--- config.mk ---
export PLATFORM = sky130hd
export DESIGN_NAME = lsu_top
export DESIGN_NICKNAME = d
export VERILOG_FILES = /design/src/lsu_pkg.sv /design/src/lsu_fifo.sv /design/src/lsu_issue.sv /design/src/lsu_load_align.sv /design/src/lsu_top.sv
export SDC_FILE = /design/constraint.sdc
export NUM_CORES = 1
export LEC_CHECK = 0
export ABC_CLOCK_PERIOD_IN_PS = 7400
export BUFFER_PORTS_ARGS = -buffer_cell sky130_fd_sc_hd__buf_2
export CORE_AREA = 2 2 130 228
export CTS_CLUSTER_SIZE = 40
export DETAILED_ROUTE_END_ITERATION = 8
export DIE_AREA = 0 0 132 230
export GPL_TIMING_DRIVEN = 0
export PLACE_DENSITY = 0.84
export SYNTH_ARGS = -nofsm -noshare
export SYNTH_HDL_FRONTEND = slang
export SYNTH_SLANG_ARGS = --single-unit
--- constraint.sdc ---
create_clock -name clk -period 7.4 [get_ports clk]
set_input_delay 0.37 -clock clk [delete_from_list [all_inputs] [get_ports clk]]
set_output_delay 0.37 -clock clk [all_outputs]
set_load 0.005 [all_outputs]
--- src/lsu_pkg.sv ---
//**************************************************
// lsu package
// widths, queue depths, access size encoding and
// the payload structs of every channel of the
// load/store unit
//**************************************************

package lsu_pkg;

    // bus and register file widths
    localparam int LSU_ADDR_W      = 32;
    localparam int LSU_DATA_W      = 32;
    localparam int LSU_STRB_W      = 4;
    localparam int LSU_REG_ADDR_W  = 5;
    localparam int LSU_COMMIT_ID_W = 3;

    // queue depths and outstanding limits
    localparam int LSU_REQ_DEPTH   = 4;
    localparam int LSU_LOAD_DEPTH  = 4;
    localparam int LSU_MAX_STORES  = 4;
    localparam int LSU_STORE_CNT_W = 3;

    typedef enum logic [1:0] {
        LSU_SIZE_BYTE = 2'b00,
        LSU_SIZE_HALF = 2'b01,
        LSU_SIZE_WORD = 2'b10
    } lsu_size_e;

    // request from the core, store data already in its byte lanes
    typedef struct packed {
        logic                       is_store;
        lsu_size_e                  size;
        logic                       is_unsigned;
        logic [LSU_REG_ADDR_W-1:0]  rd;
        logic [LSU_COMMIT_ID_W-1:0] commit_id;
        logic [LSU_ADDR_W-1:0]      addr;
        logic [LSU_DATA_W-1:0]      wdata;
        logic [LSU_STRB_W-1:0]      wstrb;
    } lsu_req_t;

    // what a load needs to remember until its read data returns
    typedef struct packed {
        logic [LSU_REG_ADDR_W-1:0]  rd;
        logic [LSU_COMMIT_ID_W-1:0] commit_id;
        lsu_size_e                  size;
        logic                       is_unsigned;
        logic [1:0]                 offset;
    } lsu_tag_t;

    typedef struct packed {
        logic [LSU_ADDR_W-1:0] addr;
    } lsu_ar_t;

    typedef struct packed {
        logic [LSU_ADDR_W-1:0] addr;
    } lsu_aw_t;

    typedef struct packed {
        logic [LSU_DATA_W-1:0] data;
        logic [LSU_STRB_W-1:0] strb;
    } lsu_w_t;

    typedef struct packed {
        logic [LSU_DATA_W-1:0] data;
    } lsu_r_t;

    typedef struct packed {
        logic [LSU_REG_ADDR_W-1:0]  rd;
        logic [LSU_COMMIT_ID_W-1:0] commit_id;
        logic [LSU_DATA_W-1:0]      data;
    } lsu_wb_t;

    // read word seen as byte lanes or as halfword lanes
    typedef union packed {
        logic [3:0][7:0]  bytes;
        logic [1:0][15:0] halves;
    } lsu_word_u;

endpackage

--- src/lsu_fifo.sv ---
//**************************************************
// lsu fifo
// generic synchronous fifo, circular buffer with
// read/write pointers and an occupancy count,
// valid/ready handshake on push and pop
//**************************************************

module lsu_fifo #(
    parameter int DEPTH = 4,
    parameter int WIDTH = 32
) (
    input  logic             clk,
    input  logic             rst_n,
    input  logic             push_valid_i,
    output logic             push_ready_o,
    input  logic [WIDTH-1:0] push_data_i,
    output logic             pop_valid_o,
    input  logic             pop_ready_i,
    output logic [WIDTH-1:0] pop_data_o
);
    localparam int PTR_W = (DEPTH > 1) ? $clog2(DEPTH) : 1;
    localparam int CNT_W = $clog2(DEPTH + 1);

    logic [WIDTH-1:0] mem [DEPTH];
    logic [PTR_W-1:0] wr_ptr;
    logic [PTR_W-1:0] rd_ptr;
    logic [CNT_W-1:0] count;
    logic             push_fire;
    logic             pop_fire;

    // pointer wrap, depth need not be a power of two
    function automatic logic [PTR_W-1:0] next_ptr(input logic [PTR_W-1:0] ptr);
        if (ptr == PTR_W'(DEPTH - 1)) begin
            return '0;
        end
        return ptr + 1'b1;
    endfunction

    assign push_ready_o = (count != CNT_W'(DEPTH));
    assign pop_valid_o  = (count != '0);
    assign push_fire    = push_valid_i && push_ready_o;
    assign pop_fire     = pop_valid_o && pop_ready_i;

    // head entry straight from the array
    assign pop_data_o = mem[rd_ptr];

    always_ff @(posedge clk) begin
        if (push_fire) begin
            mem[wr_ptr] <= push_data_i;
        end
    end

    always_ff @(posedge clk or negedge rst_n) begin
        if (!rst_n) begin
            wr_ptr <= '0;
            rd_ptr <= '0;
            count  <= '0;
        end else begin
            if (push_fire) begin
                wr_ptr <= next_ptr(wr_ptr);
            end
            if (pop_fire) begin
                rd_ptr <= next_ptr(rd_ptr);
            end
            // push and pop together leave the count alone
            case ({push_fire, pop_fire})
                2'b10: begin
                    count <= count + 1'b1;
                end
                2'b01: begin
                    count <= count - 1'b1;
                end
                default: begin
                    count <= count;
                end
            endcase
        end
    end

endmodule

--- src/lsu_issue.sv ---
//**************************************************
// lsu issue stage
// sends the head request out on AR, or on AW and W,
// pushes the tag of each load and keeps count of
// stores still waiting for their B response
//**************************************************

module lsu_issue (
    input  logic              clk,
    input  logic              rst_n,
    input  logic              req_valid_i,
    output logic              req_ready_o,
    input  lsu_pkg::lsu_req_t req_i,
    output logic              ar_valid_o,
    input  logic              ar_ready_i,
    output lsu_pkg::lsu_ar_t  ar_o,
    output logic              aw_valid_o,
    input  logic              aw_ready_i,
    output lsu_pkg::lsu_aw_t  aw_o,
    output logic              w_valid_o,
    input  logic              w_ready_i,
    output lsu_pkg::lsu_w_t   w_o,
    input  logic              b_valid_i,
    output logic              b_ready_o,
    output logic              tag_valid_o,
    input  logic              tag_ready_i,
    output lsu_pkg::lsu_tag_t tag_o,
    output logic              stores_busy_o
);
    import lsu_pkg::*;

    logic                       is_load;
    logic                       is_store;
    logic                       load_fire;
    logic                       store_room;
    logic                       aw_fire;
    logic                       w_fire;
    logic                       store_done;
    logic                       b_fire;
    logic                       aw_done;
    logic                       w_done;
    logic [LSU_STORE_CNT_W-1:0] store_cnt;

    assign is_load  = req_valid_i && !req_i.is_store;
    assign is_store = req_valid_i && req_i.is_store;

    // load path
    // AR only while the tag queue has room, so both land on one edge
    assign ar_valid_o  = is_load && tag_ready_i;
    assign ar_o.addr   = req_i.addr;
    assign load_fire   = ar_valid_o && ar_ready_i;
    assign tag_valid_o = load_fire;

    assign tag_o.rd          = req_i.rd;
    assign tag_o.commit_id   = req_i.commit_id;
    assign tag_o.size        = req_i.size;
    assign tag_o.is_unsigned = req_i.is_unsigned;
    assign tag_o.offset      = req_i.addr[1:0];

    // store path
    assign store_room = (store_cnt < LSU_STORE_CNT_W'(LSU_MAX_STORES));
    assign aw_valid_o = is_store && store_room && !aw_done;
    assign w_valid_o  = is_store && store_room && !w_done;
    assign aw_o.addr  = req_i.addr;
    assign w_o.data   = req_i.wdata;
    assign w_o.strb   = req_i.wstrb;

    assign aw_fire    = aw_valid_o && aw_ready_i;
    assign w_fire     = w_valid_o && w_ready_i;
    // both halves done, either earlier or on this edge
    assign store_done = is_store && store_room &&
                        (aw_done || aw_fire) && (w_done || w_fire);

    assign b_ready_o     = 1'b1;
    assign b_fire        = b_valid_i && b_ready_o;
    assign stores_busy_o = (store_cnt != '0);

    // the head leaves the queue once fully issued
    assign req_ready_o = load_fire || store_done;

    always_ff @(posedge clk or negedge rst_n) begin
        if (!rst_n) begin
            aw_done <= 1'b0;
            w_done  <= 1'b0;
        end else if (store_done) begin
            aw_done <= 1'b0;
            w_done  <= 1'b0;
        end else begin
            if (aw_fire) begin
                aw_done <= 1'b1;
            end
            if (w_fire) begin
                w_done <= 1'b1;
            end
        end
    end

    // stores awaiting B
    always_ff @(posedge clk or negedge rst_n) begin
        if (!rst_n) begin
            store_cnt <= '0;
        end else begin
            case ({store_done, b_fire})
                2'b10: begin
                    store_cnt <= store_cnt + 1'b1;
                end
                2'b01: begin
                    store_cnt <= store_cnt - 1'b1;
                end
                default: begin
                    store_cnt <= store_cnt;
                end
            endcase
        end
    end

endmodule

--- src/lsu_load_align.sv ---
//**************************************************
// lsu load align
// pairs read data with the oldest load tag, picks
// and extends the byte or halfword, and holds the
// result in the writeback register
//**************************************************

module lsu_load_align (
    input  logic              clk,
    input  logic              rst_n,
    input  logic              r_valid_i,
    output logic              r_ready_o,
    input  lsu_pkg::lsu_r_t   r_i,
    input  logic              tag_valid_i,
    output logic              tag_ready_o,
    input  lsu_pkg::lsu_tag_t tag_i,
    output logic              wb_valid_o,
    input  logic              wb_ready_i,
    output lsu_pkg::lsu_wb_t  wb_o,
    output logic              wb_busy_o
);
    import lsu_pkg::*;

    lsu_word_u             word_u;
    logic [7:0]            sel_byte;
    logic [15:0]           sel_half;
    logic [LSU_DATA_W-1:0] load_data;
    logic                  r_fire;
    logic                  load_fire;
    logic                  wb_valid_q;
    lsu_wb_t               wb_q;

    // register free, or emptying on this edge
    assign r_ready_o   = !wb_valid_q || wb_ready_i;
    assign r_fire      = r_valid_i && r_ready_o;
    // read data always belongs to the oldest tag
    assign load_fire   = r_fire && tag_valid_i;
    assign tag_ready_o = load_fire;

    // lane select and extension
    always_comb begin
        word_u   = r_i.data;
        sel_byte = word_u.bytes[tag_i.offset];
        sel_half = word_u.halves[tag_i.offset[1]];
        case (tag_i.size)
            LSU_SIZE_BYTE: begin
                if (tag_i.is_unsigned) begin
                    load_data = {{(LSU_DATA_W - 8){1'b0}}, sel_byte};
                end else begin
                    load_data = {{(LSU_DATA_W - 8){sel_byte[7]}}, sel_byte};
                end
            end
            LSU_SIZE_HALF: begin
                if (tag_i.is_unsigned) begin
                    load_data = {{(LSU_DATA_W - 16){1'b0}}, sel_half};
                end else begin
                    load_data = {{(LSU_DATA_W - 16){sel_half[15]}}, sel_half};
                end
            end
            default: begin
                load_data = r_i.data;
            end
        endcase
    end

    always_ff @(posedge clk or negedge rst_n) begin
        if (!rst_n) begin
            wb_valid_q <= 1'b0;
        end else if (load_fire) begin
            wb_valid_q <= 1'b1;
        end else if (wb_ready_i) begin
            wb_valid_q <= 1'b0;
        end
    end

    // writeback payload
    always_ff @(posedge clk) begin
        if (load_fire) begin
            wb_q.rd        <= tag_i.rd;
            wb_q.commit_id <= tag_i.commit_id;
            wb_q.data      <= load_data;
        end
    end

    assign wb_valid_o = wb_valid_q;
    assign wb_o       = wb_q;
    assign wb_busy_o  = wb_valid_q;

endmodule

--- src/lsu_top.sv ---
//**************************************************
// lsu top
// load/store unit: request queue, issue stage,
// load tag queue and load align/writeback stage
//**************************************************

module lsu_top (
    input  logic              clk,
    input  logic              rst_n,
    input  logic              req_valid_i,
    output logic              req_ready_o,
    input  lsu_pkg::lsu_req_t req_i,
    output logic              ar_valid_o,
    input  logic              ar_ready_i,
    output lsu_pkg::lsu_ar_t  ar_o,
    input  logic              r_valid_i,
    output logic              r_ready_o,
    input  lsu_pkg::lsu_r_t   r_i,
    output logic              aw_valid_o,
    input  logic              aw_ready_i,
    output lsu_pkg::lsu_aw_t  aw_o,
    output logic              w_valid_o,
    input  logic              w_ready_i,
    output lsu_pkg::lsu_w_t   w_o,
    input  logic              b_valid_i,
    output logic              b_ready_o,
    output logic              wb_valid_o,
    input  logic              wb_ready_i,
    output lsu_pkg::lsu_wb_t  wb_o,
    output logic              busy_o
);
    import lsu_pkg::*;

    // queued request toward issue
    logic     head_valid;
    logic     head_ready;
    lsu_req_t head_req;

    // load tags, issue side and align side
    logic     tag_push_valid;
    logic     tag_push_ready;
    lsu_tag_t tag_push;
    logic     tag_pop_valid;
    logic     tag_pop_ready;
    lsu_tag_t tag_pop;

    logic     stores_busy;
    logic     wb_busy;

    lsu_fifo #(
        .DEPTH(LSU_REQ_DEPTH),
        .WIDTH($bits(lsu_req_t))
    ) u_req_queue (
        .clk         (clk),
        .rst_n       (rst_n),
        .push_valid_i(req_valid_i),
        .push_ready_o(req_ready_o),
        .push_data_i (req_i),
        .pop_valid_o (head_valid),
        .pop_ready_i (head_ready),
        .pop_data_o  (head_req)
    );

    lsu_issue u_issue (
        .clk          (clk),
        .rst_n        (rst_n),
        .req_valid_i  (head_valid),
        .req_ready_o  (head_ready),
        .req_i        (head_req),
        .ar_valid_o   (ar_valid_o),
        .ar_ready_i   (ar_ready_i),
        .ar_o         (ar_o),
        .aw_valid_o   (aw_valid_o),
        .aw_ready_i   (aw_ready_i),
        .aw_o         (aw_o),
        .w_valid_o    (w_valid_o),
        .w_ready_i    (w_ready_i),
        .w_o          (w_o),
        .b_valid_i    (b_valid_i),
        .b_ready_o    (b_ready_o),
        .tag_valid_o  (tag_push_valid),
        .tag_ready_i  (tag_push_ready),
        .tag_o        (tag_push),
        .stores_busy_o(stores_busy)
    );

    lsu_fifo #(
        .DEPTH(LSU_LOAD_DEPTH),
        .WIDTH($bits(lsu_tag_t))
    ) u_tag_queue (
        .clk         (clk),
        .rst_n       (rst_n),
        .push_valid_i(tag_push_valid),
        .push_ready_o(tag_push_ready),
        .push_data_i (tag_push),
        .pop_valid_o (tag_pop_valid),
        .pop_ready_i (tag_pop_ready),
        .pop_data_o  (tag_pop)
    );

    lsu_load_align u_load_align (
        .clk        (clk),
        .rst_n      (rst_n),
        .r_valid_i  (r_valid_i),
        .r_ready_o  (r_ready_o),
        .r_i        (r_i),
        .tag_valid_i(tag_pop_valid),
        .tag_ready_o(tag_pop_ready),
        .tag_i      (tag_pop),
        .wb_valid_o (wb_valid_o),
        .wb_ready_i (wb_ready_i),
        .wb_o       (wb_o),
        .wb_busy_o  (wb_busy)
    );

    // anything queued, in flight or waiting to write back
    assign busy_o = head_valid | tag_pop_valid | stores_busy | wb_busy;

endmodule

==> results by group <==
CTS
  – TritonCTS clock tree: yes
  – Post-CTS Setup Bufs: 0
  – CTS H-tree depth: 2
  – Number of clock sinks seen by CTS: 432
  – Clock slew seen by the registers of the worst setup and hold paths: 0.07 ns
  – Total clock buffers created by CTS: 36
  – Number of buffers on the longest clock path: 3
  – Root buffer cell: sky130_fd_sc_hd__clkbuf_16
  – Clock Latency Late Sink: 0.54 ns

Place
  – Global placement routability congestion: 0.815
  – Number of buffers inserted by port buffering: 267
  – Detailed-placement wirelength estimate: 22,000 microns
  – Number of instances in the placed design: 1,497

Global routing
  – Maximum number of pins on one net before global-route repair: 58
  – Initial antenna violation count: 11
  – Vias in the first global route: 9,403
  – GRT Residual Overflow: 0
  – First-pass GRT wire length: 50,400 microns
  – GRT Total Usage: 21.9%

Logic synthesis
  – Flop and latch count out of synthesis: 432
  – Cell types with the largest area share after synthesis: sky130_fd_sc_hd__edfxtp_1 (72%), sky130_fd_sc_hd__mux4_2 (12%), sky130_fd_sc_hd__buf_4 (4.5%)
  – Post-Syn Instances: 847
  – Total standard cell area after synthesis: 17,200 sq um
  – Post-synth top area cell: sky130_fd_sc_hd__edfxtp_1
  – Average cell area after synthesis: 20.3 sq um
  – Top cells by instance count after synthesis: sky130_fd_sc_hd__edfxtp_1 (412), sky130_fd_sc_hd__buf_4 (102), sky130_fd_sc_hd__mux4_2 (93)
  – Share of synthesized area occupied by flip-flops and latches: 74.9%
  – Number of distinct library cells after synthesis: 44
  – Area share of the leading cell type in the synthesized netlist: 72.0%
  – Yosys warns: 0
  – Syn_nets: 984
  – Most instantiated flip-flop cell in the synthesis netlist: sky130_fd_sc_hd__edfxtp_1
  – Number of enable flip-flop cells after synthesis: 412
  – Share of synthesized registers carrying an async set or reset: 4.63%
  – Most used standard cell by instance count after synthesis: sky130_fd_sc_hd__edfxtp_1

STA
  – Setup repair after global routing missed its margin: false
  – Setup clock skew after layout: 0.0127 ns
  – Setup TNS: 0 ns
  – Finish-stage setup viols: 0
  – Post-route minimum period: 3.26 ns
  – Hold Vio Cnt, Final: 0
  – Portion of the clock cycle consumed by the worst path in the final layout: 44.0%
  – Tightest Pin Transition: 0.944 ns
  – Number of max-slew violations in the final report: 0
  – Worst rel slew slack: 37.0%
  – Maximum clock frequency: 0.307 GHz

Detailed routing
  – Number of vias per cell: 5.55
  – Aggregate routed wire length: 32,600 microns
  – Post-route DRC: 0
  – Detail Route Antenna Nets: 0
  – Total vias in the final route: 8,726
  – Average wire length per cell after detail routing: 20.8 microns
  – Initial detailed-routing violation count: 576
  – Initial DRT Pass Iterations: 5

Critical path
  – Type of the worst setup path: reg -> reg
  – Worst Path Arrival: 3.72 ns
  – Startpoint type of the worst setup path: flop
  – Startpoint of the worst setup timing path: u_req_queue.rd_ptr[1]$_DFFE_PN0P_
  – Data required time of the critical path: 7.86 ns
  – Worst reg2reg path startpoint: u_req_queue.rd_ptr[1]$_DFFE_PN0P_
  – Kind of capture point of the worst setup path: flop
  – Worst-path fanout max: 10

Cells and area
  – Layout cells sized above 1: 46.0%
  – Synth-to-Final Area Change: 18.3%
  – Non-filler cells, final: 1,571
  – Final Net Count: 1,295

Floorplanning
  – Core outline area: 28,400 sq um
  – Die boundary width: 132 microns
  – Count of boundary I/O pins: 269
  – Height of the die: 230 microns
  – Row Count: 82
  – Die Footprint: 30,400 sq um
  – Initial cell density of the core: 60.5%

Power and ir drop
  – Max VDD drop: 0.331 mV
  – Total power density per cell area: 417 nW/um^2
  – Static Leakage: 0.00743 uW

Min path
  – Min-delay worst type: in -> reg
  – Startpoint of the worst hold path: req_i[18]

Status
  – Status: complete, no violations

Job
  – Number of maximum-capacitance constraint violations: 0
cells by family after synthesis:
| logic type | synth area share, % |
|---|---|
| other | 0.0218 |
| and+or+nand+nor | 2.08 |
| adders and majority gates | 1.30 |
| AOI/OAI and AO/OA | 2.05 |
| muxes | 13.6 |
| DFF | 74.9 |
| xor gates and xnor gates | 0.459 |
| buffers and inverters | 5.63 |
power by group:
group | leakage (uW) | switching [uW] | internal, uW
Combinational | 0.00285 | 1520 | 1600
Sequential | 0.00402 | 154 | 3370
Clock | 0.000561 | 830 | 1020
Total | 0.00743 | 2500 | 5990
cell type report:
cell class	count	area, sq um
Clock buffer	45	935
Clock inverter	21	216
Timing Repair Buffer	273	1480
Multi-Input combinational cell	262	3370
Sequential cell	432	12900
Buffer	131	885
Inverter	22	82.6
Tap cell	378	473
Fill cell	1704	8090
Antenna cell	7	17.5
layer usage:
metal / global-route usage, % / up-vias / part of all wire [%]
li1: - / 3889 / -
met1: 23.2 / 4456 / 34
met2: 41.6 / 308 / 57
met3: 4.63 / 65 / 5.9
met4: 9.51 / 8 / 3.1
met5: 0 / - / 0.16
per-stage QoR:
stage	total power, uW	cell area [sq um]	hold WS, ns	setup slack [ns]	util (%)
floorplan	5640	17200	0.0744	3.55	-
finish	8490	20300	0.0376	4.14	71.5
CTS	8580	20300	0.0174	4.11	71.5
global placement	6600	19000	0.369	2.67	66.8
detailed placement	6710	19200	0.380	4.12	67.4
global route	8910	20300	0.0261	3.89	71.5
repair_timing:
item	in CTS	in global routing
hold endpoints to repair	20	0
resized for setup	0	0
hold buffers	1	0
registers in the layout, summed over array words and instances, names as in the netlist:
name,count
u_req_queue.count,3
u_load_align.wb_busy_o,1
u_req_queue.mem,320
u_issue.store_cnt,3
u_tag_queue.wr_ptr,2
u_req_queue.rd_ptr,2
u_load_align.wb_o,40
u_tag_queue.mem,52
u_tag_queue.rd_ptr,2
u_issue.aw_done,1
u_req_queue.wr_ptr,2
u_tag_queue.count,3
u_issue.w_done,1
final timing paths:
path	slack (ns)	end	cells past startpoint
max	4.14	u_req_queue.count[2]$_DFFE_PN0P_	10
min	0.04	u_req_queue.mem[1][18]$_DFFE_PP_	1
max reg2reg	4.14	u_req_queue.count[2]$_DFFE_PN0P_	10
min reg2reg	0.52	u_req_queue.count[2]$_DFFE_PN0P_	1
max in group asynchronous	6.69	u_tag_queue.wr_ptr[1]$_DFFE_PN0P_	2
min in group asynchronous	0.35	u_tag_queue.rd_ptr[0]$_DFFE_PN0P_	2
critical path, stage by stage (launching register included):
cell and delay, ns:
sky130_fd_sc_hd__dfrtp_1 0.35, sky130_fd_sc_hd__clkbuf_1 0.46, sky130_fd_sc_hd__mux4_2 0.47, sky130_fd_sc_hd__a2111oi_4 0.55, sky130_fd_sc_hd__o21bai_4 0.26, sky130_fd_sc_hd__ha_1 0.21
sky130_fd_sc_hd__inv_1 0.06, sky130_fd_sc_hd__fa_1 0.38, sky130_fd_sc_hd__xor2_1 0.15, sky130_fd_sc_hd__nor2_1 0.13, sky130_fd_sc_hd__xor2_1 0.15
cells in the final DEF, fill, tap and decap left out, types with 2 or more instances in the layout:
cell type / synthesis / final
sky130_fd_sc_hd__edfxtp_1: 412 / 412
sky130_fd_sc_hd__buf_2: 2 / 269
sky130_fd_sc_hd__buf_4: 102 / 102
sky130_fd_sc_hd__mux4_2: 93 / 93
sky130_fd_sc_hd__clkbuf_16: 0 / 36
sky130_fd_sc_hd__nand2_1: 26 / 26
sky130_fd_sc_hd__clkbuf_1: 14 / 23
sky130_fd_sc_hd__inv_1: 22 / 22
sky130_fd_sc_hd__o21ai_0: 21 / 21
sky130_fd_sc_hd__dfrtp_1: 20 / 20
sky130_fd_sc_hd__nor2_1: 19 / 19
sky130_fd_sc_hd__ha_1: 13 / 13
sky130_fd_sc_hd__buf_1: 12 / 12
sky130_fd_sc_hd__mux2_2: 11 / 11
sky130_fd_sc_hd__mux2i_1: 9 / 9
sky130_fd_sc_hd__diode_2: 0 / 7
sky130_fd_sc_hd__a221o_1: 7 / 7
sky130_fd_sc_hd__clkinv_2: 0 / 7
sky130_fd_sc_hd__o221ai_1: 6 / 6
sky130_fd_sc_hd__nor2b_1: 6 / 5
sky130_fd_sc_hd__and2_1: 5 / 5
sky130_fd_sc_hd__xnor2_1: 5 / 5
sky130_fd_sc_hd__clkinv_1: 0 / 5
sky130_fd_sc_hd__a21oi_1: 4 / 4
sky130_fd_sc_hd__and3_4: 0 / 4
sky130_fd_sc_hd__xor2_1: 4 / 4
sky130_fd_sc_hd__buf_16: 0 / 4
sky130_fd_sc_hd__or2_2: 3 / 3
sky130_fd_sc_hd__fa_1: 3 / 3
sky130_fd_sc_hd__inv_6: 0 / 3
sky130_fd_sc_hd__bufinv_16: 0 / 3
sky130_fd_sc_hd__nand3_1: 2 / 2
sky130_fd_sc_hd__a22oi_1: 2 / 2
sky130_fd_sc_hd__mux2_1: 2 / 2
No activity file was read; power rests on OpenSTA's default activity.
